$ cat src/design/rob_consts.svh
// sizing constants for the reorder buffer, included by the package and every RTL file
`ifndef ROB_CONSTS_SVH
`define ROB_CONSTS_SVH

//------------------------------------------------------------
// buffer geometry
//------------------------------------------------------------
`define ROB_DEPTH    32  // number of entries
`define ROB_IDX_W    5   // entry index, the pointer adds a wrap bit on top

//------------------------------------------------------------
// field widths
//------------------------------------------------------------
`define PRF_IDX_W    6   // physical tag
`define ARCH_IDX_W   5   // logical register
`define FL_HEAD_W    5   // free-list head
`define BR_MASK_W    4   // branch mask
`define ADDR_W       64  // pc and branch target

// next pc increment
`define INSTR_BYTES  4

// tags and logical dests go back to this on reset and on retire
`define NULL_TAG     31

`endif

$ cat src/design/rob_pkg.sv
// shared vector types and packed structs for the reorder buffer modules and testbench
`include "rob_consts.svh"

package rob_pkg;

	//------------------------------------------------------------
	// vector types
	//------------------------------------------------------------
	typedef logic [`ROB_IDX_W-1:0]  rob_idx_t;   // entry index
	typedef logic [`ROB_IDX_W:0]    rob_ptr_t;   // index plus wrap bit
	typedef logic [`PRF_IDX_W-1:0]  prf_tag_t;
	typedef logic [`ARCH_IDX_W-1:0] arch_reg_t;
	typedef logic [`FL_HEAD_W-1:0]  fl_head_t;
	typedef logic [`BR_MASK_W-1:0]  br_mask_t;
	typedef logic [`ADDR_W-1:0]     addr_t;

	//------------------------------------------------------------
	// structs
	//------------------------------------------------------------
	// one entry as written at dispatch, also the stored layout
	typedef struct packed {
		prf_tag_t  new_tag;      // from the free list
		prf_tag_t  old_tag;      // from the map table
		arch_reg_t arch_dest;
		addr_t     pc;
		logic      br_flag;
		logic      pred_taken;
		addr_t     pred_target;
		br_mask_t  br_mask;
		fl_head_t  fl_head;      // free-list head at dispatch
		logic      halt;
	} rob_dispatch_t;

	typedef struct packed {
		rob_ptr_t ptr;           // entry of the branch
		logic     taken;         // actual direction
		addr_t    target;        // actual target
	} rob_resolve_t;

	typedef struct packed {
		prf_tag_t  arch_tag;     // to the architectural map
		prf_tag_t  old_tag;      // back to the free list
		arch_reg_t arch_dest;
	} rob_retire_t;

	typedef struct packed {
		br_mask_t br_mask;
		fl_head_t fl_head;
	} rob_recover_t;

endpackage

$ cat src/design/rob_branch_check.sv
// branch outcome check against the stored prediction, with a one-cycle recovery pulse
`timescale 1ns/1ps

module rob_branch_check (
	input  logic                  clk,
	input  logic                  rst,
	input  logic                  resolve_done_i,   // branch unit result valid
	input  rob_pkg::rob_resolve_t resolve_i,
	input  logic                  br_flag_i,        // stored fields of the resolved entry
	input  logic                  pred_taken_i,
	input  rob_pkg::addr_t        pred_target_i,
	output logic                  recovery_o,
	output logic                  br_right_o
);

	logic block_r;      // set for the cycle after a recovery pulse
	logic br_valid;
	logic mispredict;

	assign br_valid = resolve_done_i && br_flag_i;

	// direction or target disagree
	assign mispredict = (pred_taken_i != resolve_i.taken) ||
	                    (pred_target_i != resolve_i.target);

	assign recovery_o = br_valid && mispredict && !block_r;
	assign br_right_o = br_valid && !mispredict;

	//------------------------------------------------------------
	// block bit
	//------------------------------------------------------------
	// a resolve held for a second cycle must not recover twice
	always_ff @(posedge clk) begin
		if (rst) begin
			block_r <= 1'b0;
		end else begin
			block_r <= recovery_o;
		end
	end

endmodule

$ cat config.mk
export PLATFORM = sky130hd
export DESIGN_NAME = rob_branch_check
export DESIGN_NICKNAME = d
export VERILOG_FILES = /design/src/design/rob_pkg.sv /design/src/design/rob_branch_check.sv
export VERILOG_INCLUDE_DIRS = /design/src /design/src/design
export SDC_FILE = /design/constraint.sdc
export NUM_CORES = 1
export LEC_CHECK = 0
export ABC_AREA = 1
export BUFFER_PORTS_ARGS = -buffer_cell sky130_fd_sc_hd__buf_4
export CORE_MARGIN = 4
export CORE_UTILIZATION = 35
export CTS_CLUSTER_DIAMETER = 150
export CTS_CLUSTER_SIZE = 30
export DETAILED_ROUTE_END_ITERATION = 10
export HOLD_SLACK_MARGIN = 0.15
export PLACE_DENSITY_LB_ADDON = 0.08
export SLEW_MARGIN = 5
export SYNTH_ARGS = -nofsm -noshare
export SYNTH_HDL_FRONTEND = slang
export SYNTH_SLANG_ARGS = --single-unit
$ cat constraint.sdc
create_clock -name clk -period 2.32 [get_ports clk]
set_clock_uncertainty 0.1 [all_clocks]
set_input_delay 0.116 -clock clk [delete_from_list [all_inputs] [get_ports clk]]
set_output_delay 0.116 -clock clk [all_outputs]
set_load 0.02 [all_outputs]
==> results.txt <==
- The worst hold path begins at rst.
- Sequential fraction of design power: 0.052
- The worst setup path is launched from an input pin.
- The largest registers in the layout are block_r: 1 flops.
- The routed design has 3.64 mm of wire.
- Pre-CTS setup slack: 916 ps
- Peak supply drop: 0.0893 mV
- Fmax: 736 MHz
* Global Route Usage Sum: 0.166
* Iter 0 DRT Violations: 49
- Setup repair after global routing left no endpoint under its margin.
* Critical-path maximum fanout: 2
- Clock network latency to the later pin of the worst-skew pair: 0 ps
* Number of hold buffers added after CTS: 0
* Largest register by flop count: block_r
* Average wire per cell in the routed design: 8.72 µm
- After floorplanning, the core was sized to cover 3030 µm².
* Final hold violations: 0
- Synth unique cells: 8
- Simple-gate share of the synthesized area: 0.537
- Share of synthesized area occupied by flip-flops and latches: 0.0182
* Total net switching power: 117 µW
- Once placement finished, the instance area stood at 2170 µm².
- The share of the synthesized area in compound gates (AO/OA/AOI/OAI) is 0.
- Combinational fraction of design power: 0.948
- The number of flip-flops in the largest register is 1.
- The die is 64.1 µm wide.
* Clock network fraction of design power: 0
* Post-detail-place hpwl: 3.52 mm
- Area of the die: 4110 µm²
* Launch instance of the worst register-to-register path: block_r$_SDFF_PP0_
- The average instance in the mapped netlist occupies 4.61 µm².
- Gp weighted congestion: 0.748
- CP Buf/Inv Count: 3
- STA puts the critical path data arrival time at 1140 ps.
* Final WS setup: 961 ps
- In the routed design, unresolved DRC markers number 0.
* Cell count after synthesis: 239
- Of the total synthesized cell area, the portion taken by full adders, half adders and majority gates is 0.
- The number of global-route vias before repair came to 1512.
- Entering global routing, the biggest net connects 3 pins.
- Effective utilization at floorplan: 0.364
* Fraction of synthesized area in multiplexers: 0
* Switch share: 0.330
- Max-slew violation count: 0
- Largest family of logic cells by synthesized area: simple AND/OR/NAND/NOR gates
- Clock transition at the registers of the reported paths: 0 ps
- Post-layout util: 0.717
* Critical path's slowest cell: sky130_fd_sc_hd__buf_4
* Delay contributed by the slowest stage of the critical path: 150 ps
- The count of nets left with antenna violations once routing finished came out at 0.
- Total I/O pin count: 142
- The first global-routing pass estimated 5.78 mm of wire.
- Max-cap violation count: 0
- PortBufs: 135
* Power density over the cells: 164 nW/µm²
- In this run the worst setup path begins at resolve_i[48].
- Number of placed instances, taps included: 418
- Antenna Diode Count: 0
- The flow ran to the end, and the final reports show no timing, DRC or antenna violations.
* Die outline height: 64.1 µm
- Final non-filler cell total: 418
* Buffers inserted by post-CTS timing repair: 0
* Combined area of all synthesized cells: 1100 µm²
* Most frequent standard cell in the layout excluding fill and tap cells: sky130_fd_sc_hd__buf_4
- The finished cells cover 2170 µm².
- Transition at the pin with the smallest max-transition slack: 191 ps
- Counting flops and latches in the post-synthesis netlist gives 1.
- The final route contains 1712 vias.
- Net count reported at finish: 516
* Final setup vio count: 0
* Post-synth net total: 379
* Endpoint class of the critical path: output pin
* Cell family contributing the most delay on the critical path: simple AND/OR/NAND/NOR gates
- Cell occurring most often along the worst timing path: sky130_fd_sc_hd__nor2_1
* Share of post-route cells with drive strength above 1: 0.361
- Remaining global-route overflow: 0
- Counting I/O delays and the setup requirement, the final critical path takes 1360 ps.
- Row generation in the floorplan step produced 20 rows.
- Summed negative setup slack over all endpoints: 0 ps
- Post-route clock period utilization: 0.586
- Area grow syn2layout: 96.9%
- List of cells traversed by the critical path: buf_4, nor2_1, nor2_1, nor2_1, nand2_1, nor2_1, nand2_1, nor2_1, nand3_1, nand2_1, inv_1, buf_4
- Summed over all cells, the static leakage comes to 1.34 nW.
* Worst hold margin: 174 ps
- During synthesis, Yosys emitted a total of 0 warnings.
* Worst slew margin: 0.872
- Post-layout total power: 356 µW
* Via-per-instance ratio: 4.10
- Start-to-end type of the worst setup path: input pin to output pin
* Leading cell types in the layout, fill and taps excluded: sky130_fd_sc_hd__buf_4 (135), sky130_fd_sc_hd__nand2_1 (95), sky130_fd_sc_hd__nor2_1 (51)
- Number of optimization iterations in the first detailed-route pass: 4
- Once the clock tree was built, the resizer swapped 0 gates to a different size.
- The worst hold path belongs to the class input pin to register.
- Required time at the worst-slack endpoint: 2100 ps
- Internal power component: 238 µW
* Initial antenna violation count: 0
- Xor-xnor portion of the synthesized cell area: 0.278
[power by group through the flow]
stage	sequential [mW]	clock [mW]	combinational [mW]
finish	0.0184	0	0.337
global route	0.0185	0	0.380
CTS	0.0184	0	0.342
detailed placement	0.0184	0	0.341
global placement	0.0184	0	0.332
floorplan	0.0184	0	0.134
[kinds of logic (layout without fill, tap and decap cells)]
logic type | count (synthesis) | in the layout
xor gates and xnor gates | 35 | 35
buffers and inverters | 49 | 184
DFF | 1 | 1
and+or+nand+nor | 154 | 154
[cell type report]
type / count / area (µm²)
flip-flops and latches: 1 / 20.0
inverters: 49 / 184
multi-input cells: 189 / 898
fillers: 288 / 857
well taps: 44 / 55.1
repair buffers: 135 / 1010
[synthesized netlist by cell type, drive strengths merged]
| cell type | n | area, µm² |
|---|---|---|
| dfxtp | 1 | 20.0 |
| inv | 49 | 184 |
| nand2 | 95 | 357 |
| nand3 | 5 | 25.0 |
| nor2 | 51 | 191 |
| or2 | 3 | 18.8 |
| xnor2 | 33 | 289 |
| xor2 | 2 | 17.5 |
[worst reg2reg max path, delay by kind of cell, from the launching register on]
family	cells	cell delay, ps
DFF	1	270
and+or+nand+nor	3	240
[metal layers]
metal,wire (µm),track usage,up-vias
met1,1190,0.176,693
li1,-,-,944
met5,0,0,-
met4,63,0.0237,0
met2,2010,0.332,69
met3,385,0.0387,6
[worst paths after layout]
check	to	slack, ps	cells after the start
setup / recovery	recovery_o	960	12
hold / removal	block_r$_SDFF_PP0_	170	2
setup reg to reg	block_r$_SDFF_PP0_	1640	3
hold reg to reg	block_r$_SDFF_PP0_	390	3
Power figures use the tool's default switching activity.
