[config.mk]
export PLATFORM = sky130hd
export DESIGN_NAME = rob_ptr_ctrl
export DESIGN_NICKNAME = d
export VERILOG_FILES = /design/src/design/rob_pkg.sv /design/src/design/rob_ptr_ctrl.sv
export VERILOG_INCLUDE_DIRS = /design/src /design/src/design
export SDC_FILE = /design/constraint.sdc
export NUM_CORES = 1
export LEC_CHECK = 0
export ABC_AREA = 1
export BUFFER_PORTS_ARGS = -buffer_cell sky130_fd_sc_hd__buf_2
export CORE_MARGIN = 1.5
export CORE_UTILIZATION = 40
export CTS_BUF_LIST = sky130_fd_sc_hd__clkbuf_8 sky130_fd_sc_hd__clkbuf_16
export DETAILED_ROUTE_END_ITERATION = 16
export PLACE_DENSITY = 0.65
export SLEW_MARGIN = 5
export SYNTH_ARGS = -nofsm -noshare
export SYNTH_HDL_FRONTEND = slang
export SYNTH_SLANG_ARGS = --single-unit
export TNS_END_PERCENT = 10
[constraint.sdc]
create_clock -name clk -period 3.25 [get_ports clk]
set_input_delay 0.325 -clock clk [delete_from_list [all_inputs] [get_ports clk]]
set_output_delay 0.325 -clock clk [all_outputs]
set_load 0.02 [all_outputs]
[src/design/rob_consts.svh]
// sizing constants for the reorder buffer, included by the package and every RTL file
`ifndef ROB_CONSTS_SVH
`define ROB_CONSTS_SVH

//------------------------------------------------------------
// buffer geometry
//------------------------------------------------------------
`define ROB_DEPTH    32  // number of entries
`define ROB_IDX_W    5   // entry index, the pointer adds a wrap bit on top

//------------------------------------------------------------
// field widths
//------------------------------------------------------------
`define PRF_IDX_W    6   // physical tag
`define ARCH_IDX_W   5   // logical register
`define FL_HEAD_W    5   // free-list head
`define BR_MASK_W    4   // branch mask
`define ADDR_W       64  // pc and branch target

// next pc increment
`define INSTR_BYTES  4

// tags and logical dests go back to this on reset and on retire
`define NULL_TAG     31

`endif

[src/design/rob_pkg.sv]
// shared vector types and packed structs for the reorder buffer modules and testbench
`include "rob_consts.svh"

package rob_pkg;

	//------------------------------------------------------------
	// vector types
	//------------------------------------------------------------
	typedef logic [`ROB_IDX_W-1:0]  rob_idx_t;   // entry index
	typedef logic [`ROB_IDX_W:0]    rob_ptr_t;   // index plus wrap bit
	typedef logic [`PRF_IDX_W-1:0]  prf_tag_t;
	typedef logic [`ARCH_IDX_W-1:0] arch_reg_t;
	typedef logic [`FL_HEAD_W-1:0]  fl_head_t;
	typedef logic [`BR_MASK_W-1:0]  br_mask_t;
	typedef logic [`ADDR_W-1:0]     addr_t;

	//------------------------------------------------------------
	// structs
	//------------------------------------------------------------
	// one entry as written at dispatch, also the stored layout
	typedef struct packed {
		prf_tag_t  new_tag;      // from the free list
		prf_tag_t  old_tag;      // from the map table
		arch_reg_t arch_dest;
		addr_t     pc;
		logic      br_flag;
		logic      pred_taken;
		addr_t     pred_target;
		br_mask_t  br_mask;
		fl_head_t  fl_head;      // free-list head at dispatch
		logic      halt;
	} rob_dispatch_t;

	typedef struct packed {
		rob_ptr_t ptr;           // entry of the branch
		logic     taken;         // actual direction
		addr_t    target;        // actual target
	} rob_resolve_t;

	typedef struct packed {
		prf_tag_t  arch_tag;     // to the architectural map
		prf_tag_t  old_tag;      // back to the free list
		arch_reg_t arch_dest;
	} rob_retire_t;

	typedef struct packed {
		br_mask_t br_mask;
		fl_head_t fl_head;
	} rob_recover_t;

endpackage

[src/design/rob_ptr_ctrl.sv]
// head and tail pointer control for the reorder buffer, with full, empty, stall and rollback
`timescale 1ns/1ps
`include "rob_consts.svh"

module rob_ptr_ctrl (
	input  logic              clk,
	input  logic              rst,
	input  logic              dispatch_en_i,   // allocate at tail
	input  logic              retire_rdy_i,    // head retires this cycle
	input  logic              recovery_i,      // mispredict, roll tail back
	input  rob_pkg::rob_ptr_t recover_ptr_i,   // pointer of the mispredicted branch
	output rob_pkg::rob_ptr_t head_o,
	output rob_pkg::rob_ptr_t tail_o,
	output logic              empty_o,
	output logic              stall_o
);

	rob_pkg::rob_ptr_t head_r;
	rob_pkg::rob_ptr_t tail_r;
	rob_pkg::rob_ptr_t head_nxt;
	rob_pkg::rob_ptr_t tail_nxt;
	logic              same_idx;
	logic              full;

	//------------------------------------------------------------
	// occupancy
	//------------------------------------------------------------
	assign same_idx = head_r[`ROB_IDX_W-1:0] == tail_r[`ROB_IDX_W-1:0];
	assign empty_o  = same_idx && (head_r[`ROB_IDX_W] == tail_r[`ROB_IDX_W]);
	assign full     = same_idx && (head_r[`ROB_IDX_W] != tail_r[`ROB_IDX_W]);

	// a retiring head frees a slot in the same cycle
	assign stall_o = full && !retire_rdy_i;

	//------------------------------------------------------------
	// next pointers
	//------------------------------------------------------------
	always_comb begin
		head_nxt = head_r;
		if (retire_rdy_i) begin
			head_nxt = head_r + 1'b1;
		end
	end

	always_comb begin
		tail_nxt = tail_r;
		if (recovery_i) begin
			// squash everything younger than the branch
			tail_nxt = recover_ptr_i + 1'b1;
		end else if (dispatch_en_i) begin
			tail_nxt = tail_r + 1'b1;
		end
	end

	always_ff @(posedge clk) begin
		if (rst) begin
			head_r <= '0;
			tail_r <= '0;
		end else begin
			head_r <= head_nxt;
			tail_r <= tail_nxt;
		end
	end

	assign head_o = head_r;
	assign tail_o = tail_r;

endmodule

==> flow_metrics.tcl <==
set metrics [dict create \
    worst_slack_ns 1.59 \
    worstSetupPathType "flop to output pin" \
    relSlewSlack 0.827 \
    pwr_density_cell_nw_per_um2 444 \
    synth-simple-area-share 0.385 \
    area_growth_syn_to_layout_pct 24.9 \
    cap_viol_max_count 0 \
    drt_iter0_drc 17 \
    fill_cells 188 \
    final_cell_mix "buf_2, nand2_1, inv_1" \
    p_int_mw 0.299 \
    synth_compound_area_frac 0.102 \
    synthDominantCellAreaShare 0.312 \
    drv_slew 0 \
    n_antenna_cell 0 \
    rsz0062_at_grt "no" \
    cts_resized 0 \
    critPathLaunchType "flop" \
    syn_area_um2 769 \
    leakagePower_nw 0.494 \
    cts_setup_buffers 0 \
    avgRoutedWirePerCell_um 9.87 \
    worstSkewPairLatency_ns 0.25 \
    switching_share 0.298 \
    tightest_slew_ns 0.260 \
    place.detailed.hpwl_um 1270 \
    ir_worst_vdd_mv 0.256 \
    core_um2 1760 \
    fin_setup_tns_ns 0 \
    syn_inst 112 \
    fmax_ghz 0.602 \
    clk_pin_slew_ns 0.05 \
    vias_per_cell 4.58 \
    finClkSkew_ns 0.00188 \
    critical_path_arrival_ns 1.34 \
    power_mw 0.427 \
    yosys-top-cells-area "dfxtp_1, nand2_1, inv_1" \
    antenna_found_initial 0 \
    path_max_fanout 4 \
    synthAdderAreaFrac 0.0325 \
    synth_top_family_by_area "simple AND/OR/NAND/NOR gates" \
    die_h_um 46.9 \
    hold_viol 0 \
    io_buffers 24 \
    clockRootBuffer "clkbuf_8" \
    status "finished clean" \
    cts-buffers-inserted 3 \
    fin_crit_sh 0.511 \
    gr-usage-all-layers 0.176 \
    layout.nets 152 \
    muxShareOfSynthArea 0.0130 \
    final_core_util 0.545 \
    cp.required_ns 2.92 \
    die_w_um 46.9 \
    p_switching_mw 0.127 \
    first_global_vias 663 \
    fin_cells 163 \
    route.vias.total 746 \
    rows 15 \
    clockPowerShare 0.390 \
    synth_cell_type_count 28 \
    syn_avg_cell_area_um2 6.87 \
    synth_top_area_cell "dfxtp_1" \
    cts_tree "done" \
    ctsHtreeMaxLevel 1 \
    die_area_um2 2200 \
    dp_slack_ns 1.70 \
    ys_seq_elements 12 \
    gp_congestion 0.769 \
    dr.pass1.iters 4 \
    grt_remaining_overflow 0 \
    fin_crit_ns 1.66 \
    drive_gt1_frac 0.297 \
    cts_hold_buf 0 \
    route.final.wire_length_um 1610 \
    grt_pass1_wl_um 2760 \
    ys_seq_area_frac 0.312 \
    layout_commonest_cell "buf_2" \
    hp-class "input pin to flop" \
    ys.warnings.count 0 \
    setup_violations 0 \
    dp_cells 159 \
    drc 0 \
    p_seq_frac 0.392 \
    combPwrFrac 0.218 \
    drtAntennaViolNets 0 \
    synth_fp_nets 125 \
    grt_max_degree 13 \
    cts.path.max_buffers 2 \
    initial_core_util 0.436 \
    synth_xor_area_frac 0.0455 \
    end_kind "output pin" \
    io_pins 25 \
    cts.sinks 12 \
]
==> routing by layer <==
layer	vias to the layer above	global-route usage	part of all wire
met5	-	0	0
li1	409	-	-
met4	0	0.0722	0.011
met2	17	0.274	0.45
met3	3	0.0615	0.048
met1	317	0.223	0.49
==> layout make-up <==
cell class	instances	area [µm²]	area share
multi-input cells	81	445	0.464
inverters	17	68.8	0.0716
clock buffers	4	55.1	0.0573
well taps	25	31.3	0.0326
flip-flops and latches	12	240	0.250
repair buffers	24	120	0.125
==> flip-flops by register name, indices dropped and copies added (netlist names) <==
name    cells
head_o      6
tail_o      6
==> cell usage after synthesis <==
library cell	n
nor2_1	12
clkbuf_1	1
o21bai_1	1
a21oi_1	7
nand2_2	6
dfxtp_1	12
a211oi_1	1
nand3b_1	1
nand3_2	1
o21ai_1	2
xnor2_1	2
buf_6	1
nor3_1	6
o21ai_0	2
inv_2	1
xor2_1	2
nor2_2	1
nor2_4	1
nor3b_1	3
inv_1	15
nand2_1	21
nand3_1	6
inv_6	1
ha_1	2
mux2i_1	1
or2_1	1
o21ai_2	1
nand2_4	1
==> kinds of logic (layout without fill, tap and decap cells) <==
| group | after synthesis | count (layout) |
|---|---|---|
| compound gates | 14 | 14 |
| mux | 1 | 1 |
| buf+inv | 19 | 45 |
| flops | 12 | 12 |
| fa+ha+maj | 2 | 2 |
| simple gates | 60 | 60 |
| xor+xnor | 4 | 4 |
==> metrics by stage <==
| stage | hold WS, ns | area, µm² |
|---|---|---|
| finish | 0.377 | 961 |
| floorplan | 0.470 | 769 |
| CTS | 0.370 | 961 |
| global placement | 0.515 | 906 |
| global route | 0.389 | 961 |
| detailed placement | 0.522 | 906 |
==> critical path: stages, from the launching register on <==
cell     delay, ns
dfxtp_1       0.36
xor2_1        0.18
a21oi_1       0.13
nand3_1       0.11
nor3_1        0.13
buf_2         0.18
==> power by group through the flow <==
stage	clock (mW)	sequential [mW]	combinational (mW)
CTS	0.174	0.167	0.0938
floorplan	0	0.180	0.0569
global route	0.179	0.169	0.106
finish	0.167	0.167	0.0929
detailed placement	0	0.170	0.0933
global placement	0	0.170	0.0927
==> worst paths after layout <==
| kind | slack (ns) | startpoint | endpoint | cells past startpoint |
|---|---|---|---|---|
| hold / removal | 0.38 | dispatch_en_i | tail_o[1]$_SDFFE_PP0P_ | 4 |
| setup reg to reg | 1.92 | tail_o[1]$_SDFFE_PP0P_ | tail_o[4]$_SDFFE_PP0P_ | 10 |
| setup / recovery | 1.59 | tail_o[2]$_SDFFE_PP0P_ | stall_o | 5 |
| hold reg to reg | 0.53 | tail_o[1]$_SDFFE_PP0P_ | tail_o[1]$_SDFFE_PP0P_ | 2 |
Note: power is estimated with default switching activity, not from simulation.
