==> config.mk <==
export PLATFORM = sky130hd
export DESIGN_NAME = rob_retire
export DESIGN_NICKNAME = d
export VERILOG_FILES = /design/src/design/rob_pkg.sv /design/src/design/rob_retire.sv
export VERILOG_INCLUDE_DIRS = /design/src /design/src/design
export SDC_FILE = /design/constraint.sdc
export NUM_CORES = 1
export LEC_CHECK = 0
export ABC_AREA = 1
export ABC_CLOCK_PERIOD_IN_PS = 800
export BUFFER_PORTS_ARGS = -buffer_cell sky130_fd_sc_hd__buf_2
export CORE_AREA = 4 4 41 43
export DETAILED_ROUTE_END_ITERATION = 10
export DIE_AREA = 0 0 45 47
export PLACE_DENSITY_LB_ADDON = 0.15
export SETUP_SLACK_MARGIN = 0.3
export SLEW_MARGIN = 20
export SYNTH_ARGS = -nofsm -noshare
export SYNTH_HDL_FRONTEND = slang
export SYNTH_SLANG_ARGS = --single-unit
==> constraint.sdc <==
create_clock -name vclk -period 0.8
set_input_delay 0.08 -clock vclk [all_inputs]
set_output_delay 0.08 -clock vclk [all_outputs]
set_load 0.01 [all_outputs]
==> src/design/rob_consts.svh <==
// sizing constants for the reorder buffer, included by the package and every RTL file
`ifndef ROB_CONSTS_SVH
`define ROB_CONSTS_SVH

//------------------------------------------------------------
// buffer geometry
//------------------------------------------------------------
`define ROB_DEPTH    32  // number of entries
`define ROB_IDX_W    5   // entry index, the pointer adds a wrap bit on top

//------------------------------------------------------------
// field widths
//------------------------------------------------------------
`define PRF_IDX_W    6   // physical tag
`define ARCH_IDX_W   5   // logical register
`define FL_HEAD_W    5   // free-list head
`define BR_MASK_W    4   // branch mask
`define ADDR_W       64  // pc and branch target

// next pc increment
`define INSTR_BYTES  4

// tags and logical dests go back to this on reset and on retire
`define NULL_TAG     31

`endif

==> src/design/rob_pkg.sv <==
// shared vector types and packed structs for the reorder buffer modules and testbench
`include "rob_consts.svh"

package rob_pkg;

	//------------------------------------------------------------
	// vector types
	//------------------------------------------------------------
	typedef logic [`ROB_IDX_W-1:0]  rob_idx_t;   // entry index
	typedef logic [`ROB_IDX_W:0]    rob_ptr_t;   // index plus wrap bit
	typedef logic [`PRF_IDX_W-1:0]  prf_tag_t;
	typedef logic [`ARCH_IDX_W-1:0] arch_reg_t;
	typedef logic [`FL_HEAD_W-1:0]  fl_head_t;
	typedef logic [`BR_MASK_W-1:0]  br_mask_t;
	typedef logic [`ADDR_W-1:0]     addr_t;

	//------------------------------------------------------------
	// structs
	//------------------------------------------------------------
	// one entry as written at dispatch, also the stored layout
	typedef struct packed {
		prf_tag_t  new_tag;      // from the free list
		prf_tag_t  old_tag;      // from the map table
		arch_reg_t arch_dest;
		addr_t     pc;
		logic      br_flag;
		logic      pred_taken;
		addr_t     pred_target;
		br_mask_t  br_mask;
		fl_head_t  fl_head;      // free-list head at dispatch
		logic      halt;
	} rob_dispatch_t;

	typedef struct packed {
		rob_ptr_t ptr;           // entry of the branch
		logic     taken;         // actual direction
		addr_t    target;        // actual target
	} rob_resolve_t;

	typedef struct packed {
		prf_tag_t  arch_tag;     // to the architectural map
		prf_tag_t  old_tag;      // back to the free list
		arch_reg_t arch_dest;
	} rob_retire_t;

	typedef struct packed {
		br_mask_t br_mask;
		fl_head_t fl_head;
	} rob_recover_t;

endpackage

==> src/design/rob_retire.sv <==
// in-order retire decision at the head and the gated outputs to free list and arch map
`timescale 1ns/1ps

module rob_retire (
	input  logic                 head_done_i,    // head entry has executed
	input  logic                 empty_i,
	input  logic                 head_halt_i,
	input  rob_pkg::rob_retire_t head_entry_i,
	output logic                 retire_rdy_o,
	output logic                 halt_o,
	output rob_pkg::rob_retire_t retire_o
);

	// a stale done bit on an empty head must not retire
	assign retire_rdy_o = head_done_i && !empty_i;

	//------------------------------------------------------------
	// outputs
	//------------------------------------------------------------
	always_comb begin
		retire_o = '0;
		if (retire_rdy_o) begin
			retire_o = head_entry_i;   // tags and dest only when retiring
		end
	end

	// halt is seen as soon as it reaches the head, done or not
	assign halt_o = head_halt_i && !empty_i;

endmodule

==> results.py, run 1 <==
metrics = {
    "critical_path": {
        "critPathRequiredTime_ps": 720,
        "crit_path_start": "empty_i",
        "max_stage_delay_ps": 120,
        "crit_type": "in -> out",
        "cp_max_fo": 5,
        "cpMaxStageDelayCell": "buf_12",
        "startpoint_type": "input port",
        "cp.arrival_ps": 550,
        "cp-end-kind": "output port",
        "crit_chain": "buf_12 -> clkinv_16 -> nand2_8 -> nor2_4 -> buf_6",
    },
    "layout": {
        "final_cell_mix": "24 x buf_2, 18 x inv_1, 13 x buf_6, 12 x nor2_4",
        "synthToLayoutAreaGrowth_pct": 305,
        "final_cells": 96,
        "nets": 103,
        "num_antenna_cells": 0,
        "seq_cell_count": 0,
        "seq_area_um2": 0,
        "fillers": 135,
        "n_clock_buffer": 0,
        "layout-drive-gt1-share": 0.753,
        "mostFrequentLayoutCell": "buf_2",
    },
    "job": {
        "max_cap_violations": 0,
    },
    "yosys": {
        "yosysTopAreaCell": "inv_1",
        "yosysSeqAreaShare": 0,
        "synth_cell_types": 5,
        "syn_nets": 60,
        "synth.avg_cell_area_um2": 4.13,
        "synth_area_um2": 165,
        "ys_warn_count": 0,
        "synth.area.top_cells": "inv_1 43%, nor2_1 41%, buf_6 6.8%",
        "synth_top_area_frac": 0.432,
        "syn_inst": 40,
    },
    "placed_design": {
        "dp_cells": 93,
        "dp_hpwl_um": 602,
        "place.port_buffers": 39,
        "place_ws_ps": 15.5,
        "place_congestion": 0.572,
    },
    "power": {
        "power_frac_seq": 0,
        "p_comb_frac": 1.000,
        "switching_share": 0.511,
        "p_leak_nw": 0.370,
        "power_switching_uw": 160,
        "clkPwrFrac": 0,
        "ir_drop_mv": 0.242,
        "cellPowerDensity_nw_per_um2": 466,
        "p_int_uw": 153,
        "finalPower_uw": 312,
    },
    "detailed_routing": {
        "antenna_left": 0,
        "drc_errors": 0,
        "drt_pass1_iterations": 3,
        "via_count": 356,
        "drtIter0Drc": 1,
        "via_per_inst": 3.71,
        "routed_wl_um": 880,
        "wl_per_cell_um": 9.17,
    },
    "sta": {
        "rsz0062_at_grt": "true",
        "slew_headroom": 0.912,
        "tns_ps": 0,
        "fmax_mhz": 1580,
        "worst_slew_pin_slew_ps": 132,
        "drv_slew": 0,
        "hold_viol": 0,
        "worst_slack_ps": 166,
        "setup_viol": 0,
        "fin_crit_ps": 634,
        "fin_crit_sh": 0.793,
    },
    "global_route": {
        "grt_max_degree": 6,
        "antenna_found_initial": 0,
        "grt_pass1_wl_mm": 1.34,
        "grt_usage": 0.0818,
        "grt-ovfl-total": 0,
        "grt_pass1_vias": 306,
    },
    "clock_tree": {
        "holdBufCountCts": 0,
        "cts_setup_buffers": 0,
    },
    "die": {
        "fp.dieW_um": 45,
        "die_area_um2": 2120,
        "chipHeight_um": 47,
        "core-area_um2": 1300,
        "rows": 13,
        "ios": 39,
        "start_util": 0.127,
    },
    "run_status": {
        "status": "complete, no violations",
    },
    "hold_path": {
        "worst_hold_path_type": "in -> out",
        "min_from": "empty_i",
    },
}
## Yosys cell counts
master / count
buf_6: 1
inv_1: 19
inv_2: 1
nand2_4: 1
nor2_1: 18
## per-stage QoR
step	hold slack, ps	area [um2]	util
final	429	669	0.514
after global routing	448	669	0.514
after CTS	424	604	0.464
after detailed placement	448	460	0.354
after global placement	448	460	0.354
after floorplan	208	267	-
## worst paths after layout
| check | endpoint | cells after the start |
|---|---|---|
| setup / recovery | retire_o[15] | 5 |
| hold / removal | halt_o | 3 |
## cell families (layout without fill, tap and decap cells)
logic type,after synthesis,in the layout,synth area share
AND/OR/NAND/NOR,19,22,0.477
buffers and inverters,21,59,0.523
## what timing repair did
action,CTS,global route
gates cloned,3,0
setup endpoints to repair,19,19
gates resized for setup,20,15
pin swaps,3,2
## cell type report
| cell class | instances | area [um2] | share of cell area |
|---|---|---|---|
| Tap cell | 15 | 18.8 | 0.0280 |
| Inverter | 20 | 101 | 0.151 |
| Timing Repair Buffer | 39 | 302 | 0.450 |
| Multi-Input combinational cell | 22 | 248 | 0.370 |
## layer usage
layer / share of wire / global-route usage
met3: 0.15 / 0.00766
met4: 0 / 0
met2: 0.52 / 0.158
met1: 0.33 / 0.103
met5: 0 / 0
## power groups by stage
| stage | sequential (mW) | clock, mW | combinational (mW) |
|---|---|---|---|
| 2_1_floorplan | 0 | 0 | 0.123 |
| 3_3_place_gp | 0 | 0 | 0.206 |
| 3_5_place_dp | 0 | 0 | 0.207 |
| 4_1_cts | 0 | 0 | 0.286 |
| 5_1_grt | 0 | 0 | 0.338 |
| 6_report | 0 | 0 | 0.312 |
## worst max-delay path, delay by kind of cell
| family | cells | cell delay (ps) |
|---|---|---|
| AND/OR/NAND/NOR | 2 | 190 |
| buffers and inverters | 3 | 290 |
(Power assumes the default switching activity.)
==> inputs of run 2 (changes only) <==
ABC_AREA = 0   (was 1)
==> run 2 against run 1 <==
Against the previous run: non-clock buffer count is 5 higher; wire length grew 20%; combinational power shrank 9.9%; highest routed layer unchanged; total power fell by 9.8%; cell count is 19% lower; sequential cell count stayed put.
==> results.py, run 2 <==
metrics = {
    "sta": {
        "worst_slew_pin_slew_ps": 80.3,
        "tns_ps": 0,
        "fin_crit_ps": 599,
        "drv_slew": 0,
        "rsz0062_at_grt": "true",
        "setup_viol": 0,
        "slew_headroom": 0.946,
        "fin_crit_sh": 0.748,
        "worst_slack_ps": 201,
        "hold_viol": 0,
        "fmax_mhz": 1670,
    },
    "yosys": {
        "yosysSeqAreaShare": 0,
        "yosys-top-cells-count": "13 x and3b_1, 4 x and3b_2, 2 x buf_6, 2 x nor2b_1",
        "ys_warn_count": 0,
        "synth_cell_types": 4,
        "synth.area.top_cells": "and3b_1 60%, and3b_2 21%, buf_6 12%",
        "synth_area_um2": 189,
        "synth.avg_cell_area_um2": 9.00,
        "synth_top_area_frac": 0.603,
        "syn_nets": 41,
        "yosysTopAreaCell": "and3b_1",
        "yosysMostFrequentCell": "and3b_1",
        "syn_inst": 21,
    },
    "die": {
        "chipHeight_um": 47,
        "fp.dieW_um": 45,
        "start_util": 0.145,
        "core-area_um2": 1300,
        "ios": 39,
        "die_area_um2": 2120,
        "rows": 13,
    },
    "placed_design": {
        "place.port_buffers": 39,
        "place_congestion": 0.616,
        "dp_cells": 73,
        "place_ws_ps": 37.5,
    },
    "layout": {
        "num_antenna_cells": 0,
        "nets": 85,
        "synthToLayoutAreaGrowth_pct": 235,
        "multi_input_area_um2": 176,
        "final_cells": 78,
        "seq_area_um2": 0,
        "fillers": 126,
        "final_cell_mix": "25 x buf_2, 12 x and3b_2, 12 x buf_6, 5 x and3b_1, 5 x buf_16",
        "n_clock_buffer": 0,
        "mostFrequentLayoutCell": "buf_2",
        "seq_cell_count": 0,
        "layout-drive-gt1-share": 0.889,
    },
    "detailed_routing": {
        "drtIter0Drc": 3,
        "wl_per_cell_um": 13.5,
        "drc_errors": 0,
        "routed_wl_mm": 1.06,
        "antenna_left": 0,
        "via_count": 354,
        "drt_pass1_iterations": 3,
        "via_per_inst": 4.54,
    },
    "critical_path": {
        "cp.arrival_ps": 520,
        "cp-end-kind": "output port",
        "cp_max_fo": 5,
        "crit_type": "in -> out",
        "startpoint_type": "input port",
        "critPathRequiredTime_ps": 720,
    },
    "power": {
        "cellPowerDensity_nw_per_um2": 445,
        "ir_drop_mv": 0.196,
        "finalPower_uw": 281,
        "p_leak_nw": 0.380,
    },
    "run_status": {
        "status": "complete, no violations",
    },
    "global_route": {
        "grt_pass1_wl_mm": 1.61,
        "grt_max_degree": 10,
        "grt_usage": 0.105,
        "antenna_found_initial": 0,
        "grt_pass1_vias": 355,
        "grt-ovfl-total": 0,
    },
    "clock_tree": {
        "cts_setup_buffers": 0,
        "holdBufCountCts": 0,
    },
    "job": {
        "max_cap_violations": 0,
    },
    "hold_path": {
        "worst_hold_path_type": "in -> out",
    },
}
==> run 2: changes by cell type after synthesis, sizes merged <==
cell / previous run / this run
nand2: 1 / 0
nor2: 18 / 0
nor2b: 0 / 2
inv: 20 / 0
and3b: 0 / 17
buf: 1 / 2
==> run 2: final cells by class <==
type / instances / area share
Tap cell: 15 / 0.0296
Multi-Input combinational cell: 19 / 0.279
Timing Repair Buffer: 44 / 0.692
==> run 2: final timing paths <==
kind                  cells after the start            to  slack (ps)     from
worst max-delay path                      3   retire_o[0]         200  empty_i
worst min-delay path                      3  retire_rdy_o         400  empty_i
==> run 2: kinds of logic (layout without fill, tap and decap cells) <==
group	Yosys count	in the layout	synth area share
buffers and inverters	2	44	0.119
and+or+nand+nor	19	19	0.881
==> run 2: metrics by stage <==
step	hold WS (ps)	utilization	instance area, um2
after detailed placement	478	0.300	390
final	401	0.487	633
after global routing	413	0.487	633
after floorplan	297	-	203
after CTS	405	0.487	633
after global placement	478	0.300	390
==> run 2: power by group <==
part           leakage, nW  internal (mW)  total (mW)  switching (mW)
Combinational        0.380          0.201       0.281          0.0803
Clock                    0              0           0               0
Sequential               0              0           0               0
==> run 2: critical path, cell delays in order <==
cell     delay (ps)
buf_12          100
and3b_2         230
buf_6           100
==> run 2: what timing repair did <==
| action | CTS | global route |
|---|---|---|
| gates cloned | 5 | 0 |
| resized for setup | 25 | 0 |
| pin swaps | 12 | 0 |
| endpoints found under the setup margin | 19 | 19 |
==> run 2: per-layer routing <==
metal | global-route usage | wire length [um]
met1 | 0.124 | 372
met2 | 0.195 | 478
met3 | 0.0345 | 203
met4 | 0 | 0
met5 | 0 | 0
